**config.mk**
```make
export PLATFORM = sky130hd
export DESIGN_NAME = bus_addr_decode
export DESIGN_NICKNAME = d
export VERILOG_FILES = /design/src/rtl/bus_pkg.sv /design/src/rtl/bus_addr_decode.sv
export VERILOG_INCLUDE_DIRS = /design/src /design/src/rtl
export SDC_FILE = /design/constraint.sdc
export NUM_CORES = 1
export LEC_CHECK = 0
export ABC_AREA = 0
export BUFFER_PORTS_ARGS = -buffer_cell sky130_fd_sc_hd__buf_2
export CORE_UTILIZATION = 20
export DETAILED_ROUTE_END_ITERATION = 8
export GPL_TIMING_DRIVEN = 1
export PLACE_DENSITY = 0.95
export SLEW_MARGIN = 25
export SYNTH_ARGS = -nofsm -noshare
export SYNTH_HDL_FRONTEND = slang
export SYNTH_SLANG_ARGS = --single-unit
```
**constraint.sdc**
```tcl
create_clock -name vclk -period 1.2
set_clock_uncertainty 0.05 [all_clocks]
set_input_delay 0 -clock vclk [all_inputs]
set_output_delay 0 -clock vclk [all_outputs]
set_load 0.02 [all_outputs]
```
**src/rtl/bus_consts.svh**
```systemverilog
`ifndef BUS_CONSTS_SVH
`define BUS_CONSTS_SVH

// RAM region, word organised
`define RAM_BASE    64'h0000_0000_0000_1000
`define RAM_WORDS   1024
`define RAM_BYTES   (`RAM_WORDS * 4)
`define RAM_END     (`RAM_BASE + `RAM_BYTES)   // first byte past RAM

// single-address I/O registers
`define KEY_ADDR    64'h0000_0000_0000_2000   // last ASCII key, read only
`define UART_ADDR   64'h0000_0000_0000_2008   // tx strobe, write only

`endif
```
**src/rtl/bus_pkg.sv**
```systemverilog
package bus_pkg;

    typedef logic [63:0] addr_t;      // byte address on the bus
    typedef logic [63:0] dword_t;     // bus data, both directions
    typedef logic [31:0] word_t;      // one RAM word
    typedef logic [7:0]  byte_t;      // ascii code, uart byte

    typedef logic [9:0]  word_idx_t;  // RAM word index
    typedef logic [1:0]  byte_off_t;  // byte within a word

    // bit 2 unsigned, bits 1:0 size (byte, half, word, double)
    typedef logic [2:0]  access_t;

    typedef logic [3:0]  irq_vec_t;

    // read sequencer in ram_access
    typedef enum logic [1:0] {
        rd_idle,
        rd_word,    // low (or only) word
        rd_high     // second word of ld
    } rd_state_t;

endpackage

```
**src/rtl/bus_addr_decode.sv**
```systemverilog
`timescale 1ns/1ps
`include "bus_consts.svh"

module bus_addr_decode
    import bus_pkg::*;
(
    input  addr_t     address,
    output logic      ram_sel,
    output logic      key_sel,
    output logic      uart_sel,
    output word_idx_t word_idx,
    output byte_off_t byte_off
);

    addr_t ram_off;   // offset into the RAM region

    assign ram_off  = address - `RAM_BASE;
    assign word_idx = ram_off[$bits(word_idx_t)+1:2];
    assign byte_off = address[1:0];

    always_comb begin
        ram_sel  = (address >= `RAM_BASE) && (address < `RAM_END);
        key_sel  = (address == `KEY_ADDR);
        uart_sel = (address == `UART_ADDR);
    end

endmodule

```
==> results.sh <==
export IMPL_crit_fanout=2
export IMPL_final_layout_size_suffix_gt1_share_pct=82.9
export IMPL_tightestPinTransition_ns=0.234
export IMPL_status="finished, violations left"
export IMPL_final_common_cell="buf_2"
export IMPL_die_w_microns=38.5
export IMPL_finalSetupViolations=2
export IMPL_nNetsFinal=171
export IMPL_fin_ws_ns=-0.151
export IMPL_die_h_microns=38.5
export IMPL_syn_avg_cell_area_sq_um=7.01
export IMPL_slowest_delay_ns=0.52
export IMPL_dr_pass1_iters=4
export IMPL_most_common_layout_cells="buf_2 (73), nor4_1 (7), buf_6 (5)"
export IMPL_synth_fp_nets=102
export IMPL_initial_utilization_pct=22.8
export IMPL_period_needed_ns=1.35
export IMPL_grtUsageTotal_pct=16.7
export IMPL_dp_slack_ns=-0.190
export IMPL_hold_class="primary input to output port"
export IMPL_core_sq_mm=0.00117
export IMPL_critical_path_top_delay_family="simple AND/OR/NAND/NOR gates"
export IMPL_seq_area_sq_um=0
export IMPL_cp_end_kind="output port"
export IMPL_avgViaCountPerCell=4.76
export IMPL_gp_congestion=0.644
export IMPL_cap_violations=0
export IMPL_hp_start="address[1]"
export IMPL_power_mw=0.186
export IMPL_peakVddDrop_v=0.000128
export IMPL_worst_path_buf_inv=2
export IMPL_slew_headroom_pct=84.3
export IMPL_wirelength_microns=1290
export IMPL_wl_per_cell_microns=10.8
export IMPL_rsz0062_at_grt="true"
export IMPL_first_iter_violations=6
export IMPL_cts_hold_buf=0
export IMPL_slew_violations=0
export IMPL_yosysUniqueCellTypes=12
export IMPL_clock_buffer_count=0
export IMPL_yosys_warnings=0
export IMPL_io_buffers=79
export IMPL_ios=79
export IMPL_cts_setup_buffers=0
export IMPL_grt_max_degree=4
export IMPL_hold_viol=0
export IMPL_violations="negative setup slack"
export IMPL_critPathKind="primary input to output port"
export IMPL_rows=12
export IMPL_max_freq_mhz=740
export IMPL_fin_util_pct=57.1
export IMPL_drtAntennaViolNets=0
export IMPL_startpoint_type="primary input"
export IMPL_cp_required_ns=1.15
export IMPL_crit_chain="buf_6, or4_4, nor4b_2, and3_1, and3b_1, buf_4"
export IMPL_dieArea_sq_mm=0.00148
export IMPL_netlist_area_sq_um=267
export IMPL_dpl_hpwl_microns=1090
export IMPL_leakagePower_nw=0.373
export IMPL_arrival_ns=1.30
export IMPL_post_route_drc_count=0
export IMPL_seq_area_frac_synth_pct=0
export IMPL_area_growth_synth_to_final_pct=151
export IMPL_antenna_found_initial=0
export IMPL_crit_slowest_cell="or4_4"
export IMPL_grt_ovfl_total=0
export IMPL_crit_start="address[1]"
export IMPL_grt_pass1_wl_microns=1810
export IMPL_postSynthCellCount=38
export IMPL_design_seq_count=0
export IMPL_power_density_mw_per_mm2=279
export IMPL_n_antenna_cell=0
export IMPL_period_share_pct=113
export IMPL_vias=566
export IMPL_grt_pass1_vias=529
-- area by class of cell --
cell class	count	area, sq um
repair buffers	79	429
multi-input cells	26	221
well taps	14	17.5
fillers	107	503
-- metrics by stage --
step | TNS (ns) | hold slack (ns) | area [sq um] | std cells
3_5_place_dp | -0.459 | 0.178 | 589 | 119
2_1_floorplan | 0 | 0.0626 | 267 | 38
6_report | -0.288 | 0.164 | 668 | 119
5_1_grt | -0.476 | 0.167 | 668 | 119
4_1_cts | -0.290 | 0.164 | 637 | 119
3_3_place_gp | -0.406 | 0.178 | 589 | 119
-- metal layers --
metal  global-route usage, %  part of all wire (%)  wire length (microns)
met1                    11.6                    32                    412
met2                    40.8                    54                    692
met3                    1.16                    14                    184
met4                    5.17                     0                      0
met5                       0                     0                      0
-- worst paths after layout --
path | endpoint | slack [ns] | depth (start not counted)
max | key_sel | -0.15 | 6
min | byte_off[1] | 0.16 | 2
-- power breakdown --
group	total, mW	switching, mW	internal [mW]
registers	0	0	0
clock network	0	0	0
logic	0.186	0.0820	0.104
total	0.186	0.0820	0.104
-- kinds of logic (layout without fill, tap and decap cells) --
group,Yosys count,after routing,share of synthesized area [%]
buffers and inverters,12,79,33.8
and+or+nand+nor,26,26,66.2
-- cell usage after synthesis (all sizes together) --
library cell / count / area [sq um]
buf: 12 / 90.1
and3b: 1 / 8.76
nor4: 12 / 75.1
nor3: 2 / 10.0
nand4: 2 / 12.5
or4: 2 / 18.8
nor2: 1 / 3.75
and4b: 1 / 10.0
nand2: 1 / 3.75
and3: 3 / 18.8
nor4b: 1 / 15.0
-- timing repair --
item	4_1_cts	5_1_grt
resized for setup	10	6
endpoints found under the setup margin	3	3
pin swaps	4	4
(Power assumes the default switching activity.)
