$ cat config.mk
export PLATFORM = sky130hd
export DESIGN_NAME = io_regs
export DESIGN_NICKNAME = d
export VERILOG_FILES = /design/src/rtl/bus_consts.svh /design/src/rtl/bus_pkg.sv /design/src/rtl/io_regs.sv
export SDC_FILE = /design/constraint.sdc
export NUM_CORES = 1
export LEC_CHECK = 0
export BUFFER_PORTS_ARGS = -buffer_cell sky130_fd_sc_hd__buf_4
export CORE_MARGIN = 2
export CORE_UTILIZATION = 28
export DETAILED_ROUTE_END_ITERATION = 7
export PLACE_DENSITY = 0.84
export SLEW_MARGIN = 40
export SYNTH_ARGS = -nofsm -noshare
export SYNTH_HDL_FRONTEND = slang
export SYNTH_SLANG_ARGS = --single-unit
$ cat constraint.sdc
create_clock -name clk -period 0.8 [get_ports clk]
set_input_delay 0.2 -clock clk [delete_from_list [all_inputs] [get_ports clk]]
set_output_delay 0.2 -clock clk [all_outputs]
set_load 0.01 [all_outputs]
$ cat src/rtl/bus_consts.svh
`ifndef BUS_CONSTS_SVH
`define BUS_CONSTS_SVH

// RAM region, word organised
`define RAM_BASE    64'h0000_0000_0000_1000
`define RAM_WORDS   1024
`define RAM_BYTES   (`RAM_WORDS * 4)
`define RAM_END     (`RAM_BASE + `RAM_BYTES)   // first byte past RAM

// single-address I/O registers
`define KEY_ADDR    64'h0000_0000_0000_2000   // last ASCII key, read only
`define UART_ADDR   64'h0000_0000_0000_2008   // tx strobe, write only

`endif
$ cat src/rtl/bus_pkg.sv
package bus_pkg;

    typedef logic [63:0] addr_t;      // byte address on the bus
    typedef logic [63:0] dword_t;     // bus data, both directions
    typedef logic [31:0] word_t;      // one RAM word
    typedef logic [7:0]  byte_t;      // ascii code, uart byte

    typedef logic [9:0]  word_idx_t;  // RAM word index
    typedef logic [1:0]  byte_off_t;  // byte within a word

    // bit 2 unsigned, bits 1:0 size (byte, half, word, double)
    typedef logic [2:0]  access_t;

    typedef logic [3:0]  irq_vec_t;

    // read sequencer in ram_access
    typedef enum logic [1:0] {
        rd_idle,
        rd_word,    // low (or only) word
        rd_high     // second word of ld
    } rd_state_t;

endpackage

$ cat src/rtl/io_regs.sv
`timescale 1ns/1ps

module io_regs
    import bus_pkg::*;
(
    input  logic     clk,
    input  logic     rst_n,
    input  logic     key_strobe,
    input  byte_t    key_ascii,
    input  logic     interrupt_ack,
    input  logic     write_enable,
    input  logic     uart_sel,
    input  dword_t   write_data,
    output byte_t    key_value,
    output irq_vec_t interrupt_vector,
    output logic     uart_write,
    output byte_t    uart_data
);

    logic key_hit;   // strobe carrying a real character

    assign key_hit = key_strobe && (key_ascii != 8'd0);

    always_ff @(posedge clk or negedge rst_n) begin
        if (!rst_n) begin
            key_value        <= '0;
            interrupt_vector <= '0;
            uart_write       <= 1'b0;
        end else begin
            if (key_hit) begin
                key_value        <= key_ascii;
                interrupt_vector <= irq_vec_t'(1);
            end
            // ack overrides a strobe in the same cycle
            if (interrupt_vector != '0 && interrupt_ack)
                interrupt_vector <= '0;
            uart_write <= write_enable && uart_sel;
        end
    end

    always_ff @(posedge clk) begin
        if (write_enable && uart_sel)
            uart_data <= write_data[7:0];   // low byte only
    end

    // stores are spaced by the master, so the strobe is a lone pulse
    a_uart_single: assert property (@(posedge clk) disable iff (!rst_n)
        uart_write |=> !uart_write);

endmodule

==> impl_metrics.yaml <==
status:
  outcome: "finished, violations left"
  violations: "negative setup slack"
final_layout:
  area_delta_synth_final_pct: 86.2
  diodes: 0
  stdcell_count: 121
  final_common_cell: "buf_4"
  nets: 172
  fin_util_pct: 54.9
  final_cell_mix: "buf_4, buf_6, dfrtp_1"
  drive_gt1_share_pct: 66.7
  final_cell_area_um2: 1200
  fillers: 169
power_and_ir_drop:
  peakVddDrop_v: 0.000834
  power_density_nw_per_um2: 1730
  cellLeakagePower_uw: 0.000566
setup_path:
  timing.rr.end: "key_value[2]"
  worstSetupPathType: "in2reg"
  r2r_slack_ns: -0.15
  crit_path_start_kind: "input port"
  cpPeakStageDelay_ns: 0.57
  endpoint: "key_value[0]"
  worstReg2RegStart: "key_value[2]"
  worst_path_max_delay_cell: "or4_4"
  end_kind: "register"
  crit_arrival_ns: 1.26
  cp.depth: 4
  critPathTopFamily: "simple AND/OR/NAND/NOR gates"
  critPathRequiredTime_ns: 1.02
  critPathBufInv: 1
  worstSetupStartpoint: "key_ascii[3]"
  cp_max_fo: 5
  crit_chain: "buf_6, or4_4, o21ai_4, a22o_1"
  reg2reg_depth: 3
clock_network:
  cts_buffers: 3
  h-tree-depth: 1
  clock-sinks: 18
  cts_tree: "done"
  cts-root-buf: "clkbuf_4"
  clkTransAtPathRegs_ns: 0.09
  clk_latency_ns: 0.28
  cts_max_path_buffers: 2
placement:
  placed_area_um2: 963
  gp_congestion: 0.672
  io_buffer_count: 39
  placed_cells: 102
timing:
  worst_slack_ns: -0.237
  fin_crit_ns: 1.04
  setup_viol: 27
  setup-tns-final_ns: -5.56
  max_freq_mhz: 964
  period_share_pct: 130
  slew_violations: 0
  fin_skew_ns: 0
  finalHoldViolCount: 0
  rsz0062_at_grt: "true"
logic_synthesis:
  yosysUniqueCellTypes: 10
  yosysSeqAreaShare_pct: 76.0
  syn_inst: 36
  synth-seq-cells: 18
  avgSynthCellArea_um2: 17.9
  yosysWarnings: 0
  synthesis.area_um2: 646
route:
  wl_per_cell_um: 14.2
  via_per_inst: 4.40
  antenna_left: 0
  drc: 0
  dr.pass1.iters: 3
  drtIter0Drc: 8
  vias: 532
  wl_um: 1720
floorplanning:
  io_pins: 99
  dieArea_um2: 2710
  initial_core_util_pct: 29.5
  placement_rows: 17
  core_area_um2: 2190
  die_w_um: 52.0
  die_h_um: 52.0
global_routing:
  grt_max_degree: 11
  antenna_found_initial: 0
  grt_use_total_pct: 12.5
  grt_pass1_vias: 545
  gr-total-overflow: 0
  grt_pass1_wl_um: 2370
hold_path:
  worstHoldStart: "interrupt_ack"
  min_path_type: "in2reg"
run:
  drv_cap: 0
## state kept, by name (all words and copies together) (netlist names)
register and count:
uart_write 1, interrupt_vector 1, uart_data 8, key_value 8
## power breakdown
part	internal [uW]	switching, uW
combinational	305	165
clock	277	247
sequential	1040	42.3
total	1620	454
## synthesized netlist by cell type (all sizes together)
library cell,number,area share (%)
and2,1,0.97
a22o,8,11
dfrtp,10,39
mux2i,1,1.6
buf,3,3.5
clkbuf,1,0.58
o21ai,1,2.5
edfxtp,8,37
or4,2,3.5
conb,1,0.58
## worst register-to-register path, stage by stage (launching register included)
cell and delay [ns]:
dfrtp_1 0.40, buf_4 0.14, buf_4 0.12, a22o_1 0.19
## cells by family after synthesis
logic type / count (synthesis) / share of synthesized area (%)
other: 1 / 0.581
and+or+nand+nor: 3 / 4.46
muxes: 1 / 1.55
AOI/OAI and AO/OA: 9 / 13.4
DFF: 18 / 76.0
buffers and inverters: 4 / 4.07
## per-layer routing
layer / part of all wire (%) / wire [um] / vias to the layer above / GRT usage [%]
li1: - / - / 246 / -
met1: 35 / 598 / 258 / 11.7
met2: 58 / 989 / 28 / 25.5
met3: 7.5 / 129 / 0 / 2.30
met4: 0 / 0 / 0 / 5.26
met5: 0 / 0 / - / 0
## repair_timing
item | 4_1_cts | 5_1_grt
pin swaps | 6 | 6
setup endpoints to repair | 27 | 27
resized for setup | 14 | 8
hold endpoints to repair | 10 | 0
hold buffers | 1 | 0
cloned | 1 | 0
buffers inserted | 9 | 4
## cell type report
cell class              count  area, um^2  area share [%]
well taps                  28        35.0            2.91
repair buffers             54         487            40.5
multi-input cells          17         154            12.8
clock buffers               4        36.3            3.02
flip-flops and latches     18         490            40.8
## worst min path at each step
stage,to,slack [ns],depth (start not counted)
2_1_floorplan,interrupt_vector[0],-0.1,0
6_report,interrupt_vector[0],0.08,2
3_5_place_dp,key_value[7],0.04,1
3_3_place_gp,uart_write,0.03,1
4_1_cts,interrupt_vector[0],0.08,2
5_1_grt,uart_data[1],0.08,1
## stage by stage
stage / worst slack, ns / power (uW) / hold WS (ns)
floorplan: -0.384 / 1210 / -0.0956
global placement: -0.556 / 1410 / 0.0337
detailed placement: -0.588 / 1420 / 0.0363
CTS: -0.225 / 2050 / 0.0771
global route: -0.253 / 2170 / 0.0758
finish: -0.237 / 2080 / 0.0840
(Power assumes the default switching activity.)
