[src/rtl/bus_consts.svh]
`ifndef BUS_CONSTS_SVH
`define BUS_CONSTS_SVH

// RAM region, word organised
`define RAM_BASE    64'h0000_0000_0000_1000
`define RAM_WORDS   1024
`define RAM_BYTES   (`RAM_WORDS * 4)
`define RAM_END     (`RAM_BASE + `RAM_BYTES)   // first byte past RAM

// single-address I/O registers
`define KEY_ADDR    64'h0000_0000_0000_2000   // last ASCII key, read only
`define UART_ADDR   64'h0000_0000_0000_2008   // tx strobe, write only

`endif
[src/rtl/bus_pkg.sv]
package bus_pkg;

    typedef logic [63:0] addr_t;      // byte address on the bus
    typedef logic [63:0] dword_t;     // bus data, both directions
    typedef logic [31:0] word_t;      // one RAM word
    typedef logic [7:0]  byte_t;      // ascii code, uart byte

    typedef logic [9:0]  word_idx_t;  // RAM word index
    typedef logic [1:0]  byte_off_t;  // byte within a word

    // bit 2 unsigned, bits 1:0 size (byte, half, word, double)
    typedef logic [2:0]  access_t;

    typedef logic [3:0]  irq_vec_t;

    // read sequencer in ram_access
    typedef enum logic [1:0] {
        rd_idle,
        rd_word,    // low (or only) word
        rd_high     // second word of ld
    } rd_state_t;

endpackage

[src/rtl/load_format.sv]
`timescale 1ns/1ps

module load_format
    import bus_pkg::*;
(
    input  logic      clk,
    input  logic      rst_n,
    input  logic      read_enable,
    input  logic      raw_valid,
    input  logic      ram_sel,
    input  logic      key_sel,
    input  byte_off_t byte_off,
    input  access_t   read_type,
    input  word_t     raw_word_lo,
    input  word_t     raw_word_hi,
    input  byte_t     key_value,
    output dword_t    read_data,
    output logic      read_done
);

    word_t  shifted;     // addressed byte moved to lane 0
    dword_t ram_value;
    dword_t result;

    assign shifted = raw_word_lo >> {byte_off, 3'b000};

    always_comb begin
        case (read_type)
            3'b000:  ram_value = {{56{shifted[7]}}, shifted[7:0]};     // lb
            3'b100:  ram_value = {56'd0, shifted[7:0]};                // lbu
            3'b001:  ram_value = {{48{shifted[15]}}, shifted[15:0]};   // lh
            3'b101:  ram_value = {48'd0, shifted[15:0]};               // lhu
            3'b010:  ram_value = {{32{shifted[31]}}, shifted};         // lw
            3'b110:  ram_value = {32'd0, shifted};                     // lwu
            3'b011:  ram_value = {raw_word_hi, raw_word_lo};           // ld
            default: ram_value = '0;
        endcase

        if (ram_sel)
            result = ram_value;
        else if (key_sel)
            result = {56'd0, key_value};
        else
            result = '0;   // unmapped reads as zero
    end

    always_ff @(posedge clk or negedge rst_n) begin
        if (!rst_n)
            read_done <= 1'b1;
        else if (raw_valid)
            read_done <= 1'b1;
        else if (read_enable)
            read_done <= 1'b0;
    end

    always_ff @(posedge clk) begin
        if (raw_valid)
            read_data <= result;
    end

endmodule

[config.mk]
export PLATFORM = sky130hd
export DESIGN_NAME = load_format
export DESIGN_NICKNAME = d
export VERILOG_FILES = /design/src/rtl/bus_consts.svh /design/src/rtl/bus_pkg.sv /design/src/rtl/load_format.sv
export SDC_FILE = /design/constraint.sdc
export NUM_CORES = 1
export LEC_CHECK = 0
export ABC_AREA = 0
export CAP_MARGIN = 40
export CORE_UTILIZATION = 45
export CTS_CLUSTER_DIAMETER = 60
export CTS_CLUSTER_SIZE = 28
export DETAILED_ROUTE_END_ITERATION = 8
export DONT_BUFFER_PORTS = 1
export PLACE_DENSITY = 0.64
export SLEW_MARGIN = 15
export SYNTH_ARGS = -nofsm -noshare
export SYNTH_HDL_FRONTEND = slang
export SYNTH_SLANG_ARGS = --single-unit
[constraint.sdc]
create_clock -name clk -period 1.3 [get_ports clk]
set_input_delay 0.13 -clock clk [delete_from_list [all_inputs] [get_ports clk]]
set_output_delay 0.13 -clock clk [all_outputs]
set_load 0.01 [all_outputs]
==> results.sh, run 1 <==
export IMPL_outcome="complete, but fails checks"
export IMPL_violations="hold timing, setup timing"
export IMPL_p_leak_nw=1.340
export IMPL_antenna_cells=0
export IMPL_postLayoutCoreUtil=0.5317
export IMPL_final_common_cell="edfxtp_1"
export IMPL_cap_viol_max_count=0
export IMPL_dpl_cell_area_um2=3606
export IMPL_drc=0
export IMPL_synth_mux_area_frac=0.07738
export IMPL_finalCriticalPeriod_ps=1318
export IMPL_synth_compound_area_frac=0.1898
export IMPL_fp_dieW_um=88.87
export IMPL_crit_fanout=32
export IMPL_globalRouteMet2Util=0.3545
export IMPL_stdcell_area_um2=3877
export IMPL_fin_crit_sh=1.014
export IMPL_htreeDepth=3
export IMPL_grt_overflow=0
export IMPL_worst_slew_pin_slew_ps=620.6
export IMPL_powerDensity_nw_per_um2=1256
export IMPL_synth_top_family_by_area="compound AO/OA/AOI/OAI gates"
export IMPL_ys_seq_area_frac=0.5737
export IMPL_layout_common_cells="edfxtp_1, nand2_1, a21oi_1"
export IMPL_synth_area_per_cell_um2=11.13
export IMPL_grt_pass1_vias=2380
export IMPL_layout_setup_ws_ps=-18.35
export IMPL_synth_area_um2=3396
export IMPL_dr_pass1_iters=4
export IMPL_synth_fp_nets=388
export IMPL_drv_slew=0
export IMPL_wl_per_cell_um=20.08
export IMPL_syn2layout_area_growth_pct=14.19
export IMPL_clock_path_buffers=2
export IMPL_hpwlAfterDp_mm=5.964
export IMPL_hp_class="in -> reg"
export IMPL_grt_use_total=0.2121
export IMPL_core_area_um2=7292
export IMPL_grt_antenna_before_repair=0
export IMPL_dieArea_um2=7898
export IMPL_final_setup_tns_ps=-136.0
export IMPL_critPathRequiredTime_ps=1370
export IMPL_fmax_ghz=0.7585
export IMPL_finalHoldWorstSlack_ps=-93.95
export IMPL_synth_seq_cells=65
export IMPL_drive_gt1_frac=0.1625
export IMPL_grt_use_met3=0.08209
export IMPL_min_from="raw_valid"
export IMPL_critical_path_class="in -> reg"
export IMPL_place_gp_congestion=0.9265
export IMPL_layout_nets=398
export IMPL_totalPowerFinal_mw=4.871
export IMPL_synth_cell_type_count=37
export IMPL_cts_buffers=9
export IMPL_synthAdderAreaFrac=0
export IMPL_rsz0062_at_grt="yes"
export IMPL_die_h_um=88.87
export IMPL_ant_nets=0
export IMPL_synth_xor_area_frac=0.002579
export IMPL_via_per_inst=5.990
export IMPL_synthSimpleGateAreaFrac=0.1131
export IMPL_clk_pin_slew_worst_paths_ps=70
export IMPL_crit_arrival_ps=1390
export IMPL_cts_tree="done"
export IMPL_io_pins=148
export IMPL_row_count=31
export IMPL_startpoint_type="input pin"
export IMPL_wl_mm=8.412
export IMPL_grt_pass1_wl_mm=12.15
export IMPL_ir_drop_mv=0.4354
export IMPL_clock_latency_ps=330
export IMPL_ys_warn_count=0
export IMPL_critPathCaptureType="flop"
export IMPL_grtUsageMet1=0.2374
export IMPL_worstReg2RegStart="read_done$_DFFE_PN1P_"
export IMPL_root_buffer="clkbuf_8"
export IMPL_setup_violations_final=20
export IMPL_vias=2510
export IMPL_clock_sinks=65
export IMPL_start_util=0.4657
export IMPL_dr_first_iter_drc_count=91
export IMPL_syn_inst=305
export IMPL_top_usage_layer="met2"
export IMPL_clock_skew_ps=0
export IMPL_worst_slew_margin_rel=0.5848
export IMPL_grt_max_degree=66
export IMPL_io_buffers=0
export IMPL_hold_viol_final=64
export IMPL_cts_setup_buffers=0
export IMPL_crit_start="read_type[0]"
-- state kept, by name (all words and copies together), names as in the netlist --
signal and flops:
read_data 64, read_done 1
-- what timing repair did --
action / 4_1_cts / 5_1_grt
setup endpoints to repair: 5 / 32
hold buffers: 6 / 1
endpoints found under the hold margin: 71 / 67
gates resized for setup: 1 / 0
-- layout make-up --
cell class,instances,area [µm²]
clock buffers,11,141.4
clock inverters,5,55.05
fillers,673,3415
inverters,4,15.01
multi-input cells,209,1331
flip-flops and latches,65,1948
well taps,99,123.9
repair buffers,26,262.8
-- critical path: stages --
cell	delay, ps
mux2_4	280
mux4_2	520
a21oi_4	160
buf_12	190
a21oi_1	90
-- where the power goes --
part	total (mW)	switching, mW	internal (mW)
clock	1.69	0.757	0.931
combinational	0.526	0.264	0.262
sequential	2.66	0.151	2.51
-- cell families (layout without fill, tap and decap cells) --
logic type	Yosys count	count (layout)
AO/OA/AOI/OAI	101	101
AND/OR/NAND/NOR	84	84
flip-flops	65	65
buffers and inverters	31	46
multiplexers	23	23
XOR/XNOR	1	1
-- worst paths after layout --
path	slack, ps	depth (start not counted)	end
max in group asynchronous	1110	1	read_done$_DFFE_PN1P_
max reg2reg	40	2	read_done$_DFFE_PN1P_
min reg2reg	1100	2	read_done$_DFFE_PN1P_
max	-20	5	read_data[46]$_SDFFCE_PN0P_
min	-90	0	read_data[34]$_SDFFCE_PN0P_
min in group asynchronous	170	1	read_done$_DFFE_PN1P_
-- cell usage after synthesis --
cell / number / share of area
o2bb2ai_1: 8 / 0.021
inv_1: 4 / 0.0044
dfstp_2: 1 / 0.0077
nor2_1: 3 / 0.0033
a22o_1: 7 / 0.018
edfxtp_1: 64 / 0.57
mux4_2: 2 / 0.013
nor4_1: 2 / 0.0037
o31ai_1: 1 / 0.0022
mux2_2: 2 / 0.0066
nor3_1: 1 / 0.0015
buf_6: 3 / 0.0099
and4_1: 1 / 0.0026
and2_1: 1 / 0.0018
clkbuf_1: 17 / 0.019
xor2_1: 1 / 0.0026
nor2b_1: 4 / 0.0074
a41oi_1: 1 / 0.0026
a21oi_1: 57 / 0.084
nand2b_1: 2 / 0.0037
nor3b_1: 8 / 0.018
buf_2: 7 / 0.010
a21o_1: 1 / 0.0022
nand2_1: 58 / 0.064
and3_1: 1 / 0.0018
o32a_1: 1 / 0.0029
a31o_2: 7 / 0.018
nand3_1: 1 / 0.0015
or2_2: 1 / 0.0018
nand3b_1: 1 / 0.0022
o21a_1: 1 / 0.0022
a21oi_2: 1 / 0.0026
mux2_4: 1 / 0.0044
a22oi_1: 14 / 0.031
mux2i_1: 18 / 0.053
a31oi_1: 1 / 0.0018
o21ai_0: 1 / 0.0015
-- metrics by stage --
step                      cells  worst slack (ps)
after global placement      396            -354.1
final                       419            -18.35
after CTS                   418            -5.870
after floorplan             305            -306.3
after detailed placement    396            -372.1
after global routing        419            -29.37
-- routing by layer --
metal | wire (µm) | vias to the layer above
met5 | 0 | -
met4 | 189 | 0
met3 | 816 | 16
met2 | 4186 | 120
met1 | 3220 | 1206
li1 | - | 1168
(Power assumes the default switching activity.)
==> run 2, diff against run 1 <==
--- a/config.mk
+++ b/config.mk
@@ -10,2 +10,3 @@
 export CORE_UTILIZATION = 45
+export CTS_BUF_LIST = sky130_fd_sc_hd__clkbuf_4
 export CTS_CLUSTER_DIAMETER = 60
--- a/constraint.sdc
+++ b/constraint.sdc
@@ -3,2 +3,2 @@
 set_output_delay 0.13 -clock clk [all_outputs]
-set_load 0.01 [all_outputs]
+set_load 0.05 [all_outputs]
==> run 2 against run 1 <==
Effect of this change: non-clock buffer count is 45 higher; design area is 9.9% higher; highest routed layer unchanged; clock power is 22% lower; core utilization is 5.3 points higher; total power is 5.0% higher; critical path type unchanged; largest power group unchanged; flip-flop and latch count stayed put; the flow finishes with violations (hold timing); global-route usage is 1.8 points higher; sequential power is 19% higher.
==> results.sh, run 2 (synthesis results as in run 1) <==
export IMPL_pre_cts_ws_ps=-372.1
export IMPL_grt_pass1_vias=2550
export IMPL_totalPowerFinal_mw=5.116
export IMPL_clk_pin_slew_worst_paths_ps=110
export IMPL_syn2layout_area_growth_pct=25.46
export IMPL_worst_slew_margin_rel=0.5859
export IMPL_root_buffer="clkbuf_4"
export IMPL_finalCriticalPeriod_ps=1263
export IMPL_critPathBufInv=1
export IMPL_cts_resized_gates=0
export IMPL_dp_cells=396
export IMPL_grt_antenna_before_repair=0
export IMPL_wl_mm=9.140
export IMPL_violations="hold timing"
export IMPL_layout_common_cells="edfxtp_1, nand2_1, a21oi_1"
export IMPL_critical_path_max_stage_delay_ps=520
export IMPL_dieArea_um2=7898
export IMPL_startpoint_type="input pin"
export IMPL_dr_first_iter_drc_count=123
export IMPL_hp_class="in -> reg"
export IMPL_clock_latency_ps=390
export IMPL_cts_tree="done"
export IMPL_clock_skew_ps=0
export IMPL_wl_per_cell_um=19.70
export IMPL_crit_path_top_delay_cell="mux4_2"
export IMPL_io_pins=148
export IMPL_grt_overflow=0
export IMPL_io_buffers=0
export IMPL_ant_nets=0
export IMPL_drc=0
export IMPL_clock_sinks=65
export IMPL_fillCellCount=633
export IMPL_layout_nets=443
export IMPL_row_count=31
export IMPL_layout_setup_ws_ps=36.89
export IMPL_crit_fanout=32
export IMPL_crit_arrival_ps=1400
export IMPL_cts_setup_buffers=0
export IMPL_core_area_um2=7292
export IMPL_htreeDepth=3
export IMPL_top_regs="read_data: 64 flops, read_done: 1 flops"
export IMPL_fp_dieW_um=88.87
export IMPL_grt_pass1_wl_mm=13.12
export IMPL_final_common_cell="edfxtp_1"
export IMPL_crit_family="multiplexers"
export IMPL_cts_buffers=9
export IMPL_antenna_cells=0
export IMPL_drv_slew=0
export IMPL_fmax_ghz=0.7917
export IMPL_largest_register="read_data"
export IMPL_ir_drop_mv=0.4260
export IMPL_place_gp_congestion=0.9265
export IMPL_rsz0062_at_grt="no"
export IMPL_critPathRequiredTime_ps=1440
export IMPL_cap_viol_max_count=0
export IMPL_p_leak_nw=1.496
export IMPL_via_per_inst=5.828
export IMPL_setup_violations_final=0
export IMPL_dr_pass1_iters=4
export IMPL_die_h_um=88.87
export IMPL_start_util=0.4657
export IMPL_clock_path_buffers=2
export IMPL_grt_use_total=0.2300
export IMPL_largest_reg_flops=64
export IMPL_fin_crit_sh=0.9716
export IMPL_drive_gt1_frac=0.1425
export IMPL_final_cells=464
export IMPL_hold_viol_final=65
export IMPL_hpwlAfterDp_mm=5.964
export IMPL_worst_slew_pin_slew_ps=619.1
export IMPL_powerDensity_nw_per_um2=1201
export IMPL_vias=2704
export IMPL_grt_max_degree=66
export IMPL_postLayoutCoreUtil=0.5842
export IMPL_critPathCaptureType="flop"
export IMPL_critical_path_class="in -> reg"
export IMPL_outcome="complete, but fails checks"
export IMPL_cts_hold_buf=52
export IMPL_finalHoldWorstSlack_ps=-167.5
export IMPL_crit_chain="mux2_4 -> mux4_2 -> a21oi_4 -> buf_12 -> a21oi_1"
run 2: power breakdown:
| group | switching, mW | internal (mW) |
|---|---|---|
| Clock | 0.717 | 0.595 |
| Combinational | 0.292 | 0.350 |
| Sequential | 0.654 | 2.51 |
run 2: per-stage QoR:
| stage | TNS (ps) | area [µm²] |
|---|---|---|
| 2_1_floorplan | -12510 | 3472 |
| 3_3_place_gp | -16050 | 3606 |
| 6_report | 0 | 4260 |
| 4_1_cts | 0 | 4260 |
| 3_5_place_dp | -16950 | 3606 |
| 5_1_grt | 0 | 4260 |
run 2: worst paths after layout:
kind,start,endpoint,slack (ps),cells past startpoint
max,read_type[0],read_data[59]$_SDFFCE_PN0P_,40,5
min,raw_valid,read_done$_DFFE_PN1P_,-170,1
max reg2reg,read_done$_DFFE_PN1P_,read_done$_DFFE_PN1P_,390,1
min reg2reg,read_done$_DFFE_PN1P_,read_done$_DFFE_PN1P_,660,1
max in group asynchronous,rst_n,read_done$_DFFE_PN1P_,1180,1
min in group asynchronous,rst_n,read_done$_DFFE_PN1P_,100,1
run 2: layer usage:
layer	global-route usage	vias to the layer above	routed length (µm)
met3	0.08302	10	831
li1	-	1263	-
met2	0.3874	133	4631
met1	0.2609	1298	3536
met4	0.1070	0	141
met5	0	-	0
run 2: layout make-up:
type                    instances  area [µm²]  share of cell area
flip-flops and latches         65        1948              0.4573
clock inverters                 6       58.81             0.01380
well taps                      99       123.9             0.02907
inverters                       4       15.01            0.003524
multi-input cells             209        1326              0.3113
clock buffers                  10       75.07             0.01762
repair buffers                 71       713.2              0.1674
==> run 3, diff against run 2 <==
Settings changed: CORE_UTILIZATION 45 to 55, PLACE_DENSITY 0.64 to 0.74.
==> run 3 against run 2 <==
Effect of this change: the flow still finishes with violations (hold timing); die area decreased by 18%; fmax increased by 0.75%; sequential power about the same; register-to-register slack about the same; routed wire length decreased by 5.4%; clock power increased by 18%; clock-buffer cell count unchanged; sequential share of layout area increased by 0.26 points.
==> results.sh, run 3 (synthesis results as in run 1) <==
export IMPL_clockPowerShare=0.290
export IMPL_top_regs="read_data: 64 flops, read_done: 1 flops"
export IMPL_setup_violations_final=0
export IMPL_hpwlAfterDp_mm=5.375
export IMPL_largest_register="read_data"
export IMPL_clock_latency_ps=410
export IMPL_syn2layout_area_growth_pct=24.76
export IMPL_powerDensity_nw_per_um2=1262
export IMPL_violations="hold timing"
export IMPL_grt_pass1_wl_mm=12.92
export IMPL_fp_dieW_um=80.58
export IMPL_switching_share=0.3169
export IMPL_start_util=0.5735
export IMPL_stdcell_area_um2=4237
export IMPL_ir_drop_mv=0.9361
export IMPL_crit_fanout=32
export IMPL_dpl_cell_area_um2=3558
export IMPL_grt_use_total=0.2709
export IMPL_outcome="complete, but fails checks"
export IMPL_clock_skew_ps=0
export IMPL_clock_sinks=65
export IMPL_startpoint_type="input pin"
export IMPL_p_leak_nw=1.501
export IMPL_critPathRequiredTime_ps=1460
export IMPL_critical_path_class="in -> reg"
export IMPL_cts_hold_buf=52
export IMPL_final_common_cell="edfxtp_1"
export IMPL_finalHoldWorstSlack_ps=-179.4
export IMPL_ant_nets=0
export IMPL_wl_mm=8.648
export IMPL_fmax_ghz=0.7976
export IMPL_via_per_inst=6.248
export IMPL_layout_setup_ws_ps=46.23
export IMPL_rsz0062_at_grt="no"
export IMPL_dieArea_um2=6492
export IMPL_clk_pin_slew_worst_paths_ps=120
export IMPL_grt_pass1_vias=2638
export IMPL_drive_gt1_frac=0.1330
export IMPL_io_pins=148
export IMPL_postLayoutCoreUtil=0.7156
export IMPL_io_buffers=0
export IMPL_pre_cts_ws_ps=-379.1
export IMPL_die_h_um=80.58
export IMPL_cts_setup_buffers=0
export IMPL_internal_power_mw=3.651
export IMPL_cts_tree="done"
export IMPL_grt_antenna_before_repair=0
export IMPL_root_buffer="clkbuf_4"
export IMPL_drc=0
export IMPL_worst_slew_margin_rel=0.6380
export IMPL_combPwrFrac=0.118
export IMPL_place_gp_congestion=0.8190
export IMPL_sequentialPowerShare=0.592
export IMPL_final_setup_tns_ps=0
export IMPL_layout_common_cells="edfxtp_1, nand2_1, a21oi_1"
export IMPL_grt_max_degree=66
export IMPL_clock_path_buffers=2
export IMPL_crit_arrival_ps=1410
export IMPL_htreeDepth=3
export IMPL_grt_overflow=0
export IMPL_fin_crit_sh=0.9644
export IMPL_drv_slew=0
export IMPL_largest_reg_flops=64
export IMPL_worst_slew_pin_slew_ps=541.9
export IMPL_critPathCaptureType="flop"
export IMPL_hold_viol_final=65
export IMPL_dr_pass1_iters=4
export IMPL_hp_class="in -> reg"
export IMPL_antenna_cells=0
export IMPL_wl_per_cell_um=19.83
export IMPL_layout_nets=439
export IMPL_finalCriticalPeriod_ps=1254
export IMPL_cts_resized_gates=0
export IMPL_vias=2724
export IMPL_dr_first_iter_drc_count=134
export IMPL_core_area_um2=5921
export IMPL_p_sw_mw=1.694
export IMPL_row_count=28
export IMPL_cap_viol_max_count=0
export IMPL_cts_buffers=9
[run 3: cell count changes in the layout (fill, tap and decap cells not counted), sizes merged]
cell and delta:
bufinv +1, clkinvlp -2, buf -4, inv +1
[run 3: metal layers]
| layer | vias to the layer above | GRT usage | part of all wire |
|---|---|---|---|
| li1 | 1252 | - | - |
| met1 | 1309 | 0.3018 | 0.37 |
| met2 | 150 | 0.4780 | 0.51 |
| met3 | 13 | 0.09091 | 0.10 |
| met4 | 0 | 0.09643 | 0.013 |
| met5 | - | 0 | 0 |
[run 3: worst paths after layout]
path,startpoint,to,slack [ps],cells after the start
worst max-delay path,read_type[0],read_data[34]$_SDFFCE_PN0P_,50,5
worst min-delay path,raw_valid,read_data[29]$_SDFFCE_PN0P_,-180,0
worst max register to register,read_done$_DFFE_PN1P_,read_done$_DFFE_PN1P_,380,1
worst min register to register,read_done$_DFFE_PN1P_,read_done$_DFFE_PN1P_,670,1
max in group asynchronous,rst_n,read_done$_DFFE_PN1P_,1200,1
min in group asynchronous,rst_n,read_done$_DFFE_PN1P_,80,1
[run 3: stage by stage]
stage / power [mW] / hold slack (ps) / instances
finish: 5.345 / -179.4 / 436
CTS: 5.349 / -201.5 / 436
global placement: 3.680 / -17.78 / 368
global route: 5.516 / -217.0 / 436
detailed placement: 3.698 / -17.77 / 368
floorplan: 3.611 / -17.84 / 305
[run 3: layout make-up]
cell class	instances	area [µm²]
well taps	75	93.84
flip-flops and latches	65	1948
fillers	419	1684
multi-input cells	209	1326
clock inverters	6	82.58
clock buffers	10	75.07
repair buffers	67	695.7
inverters	4	15.01
[run 3: critical path: stages]
cell and delay [ps]:
mux2_4 280, mux4_2 530, a21oi_4 160, buf_12 190, a21oi_1 100
[run 3: power groups by stage]
| stage | sequential, mW | combinational, mW | clock, mW |
|---|---|---|---|
| global route | 3.18 | 0.690 | 1.65 |
| finish | 3.16 | 0.633 | 1.55 |
| CTS | 3.16 | 0.623 | 1.56 |
| global placement | 3.21 | 0.473 | 0 |
| floorplan | 3.18 | 0.428 | 0 |
| detailed placement | 3.21 | 0.488 | 0 |
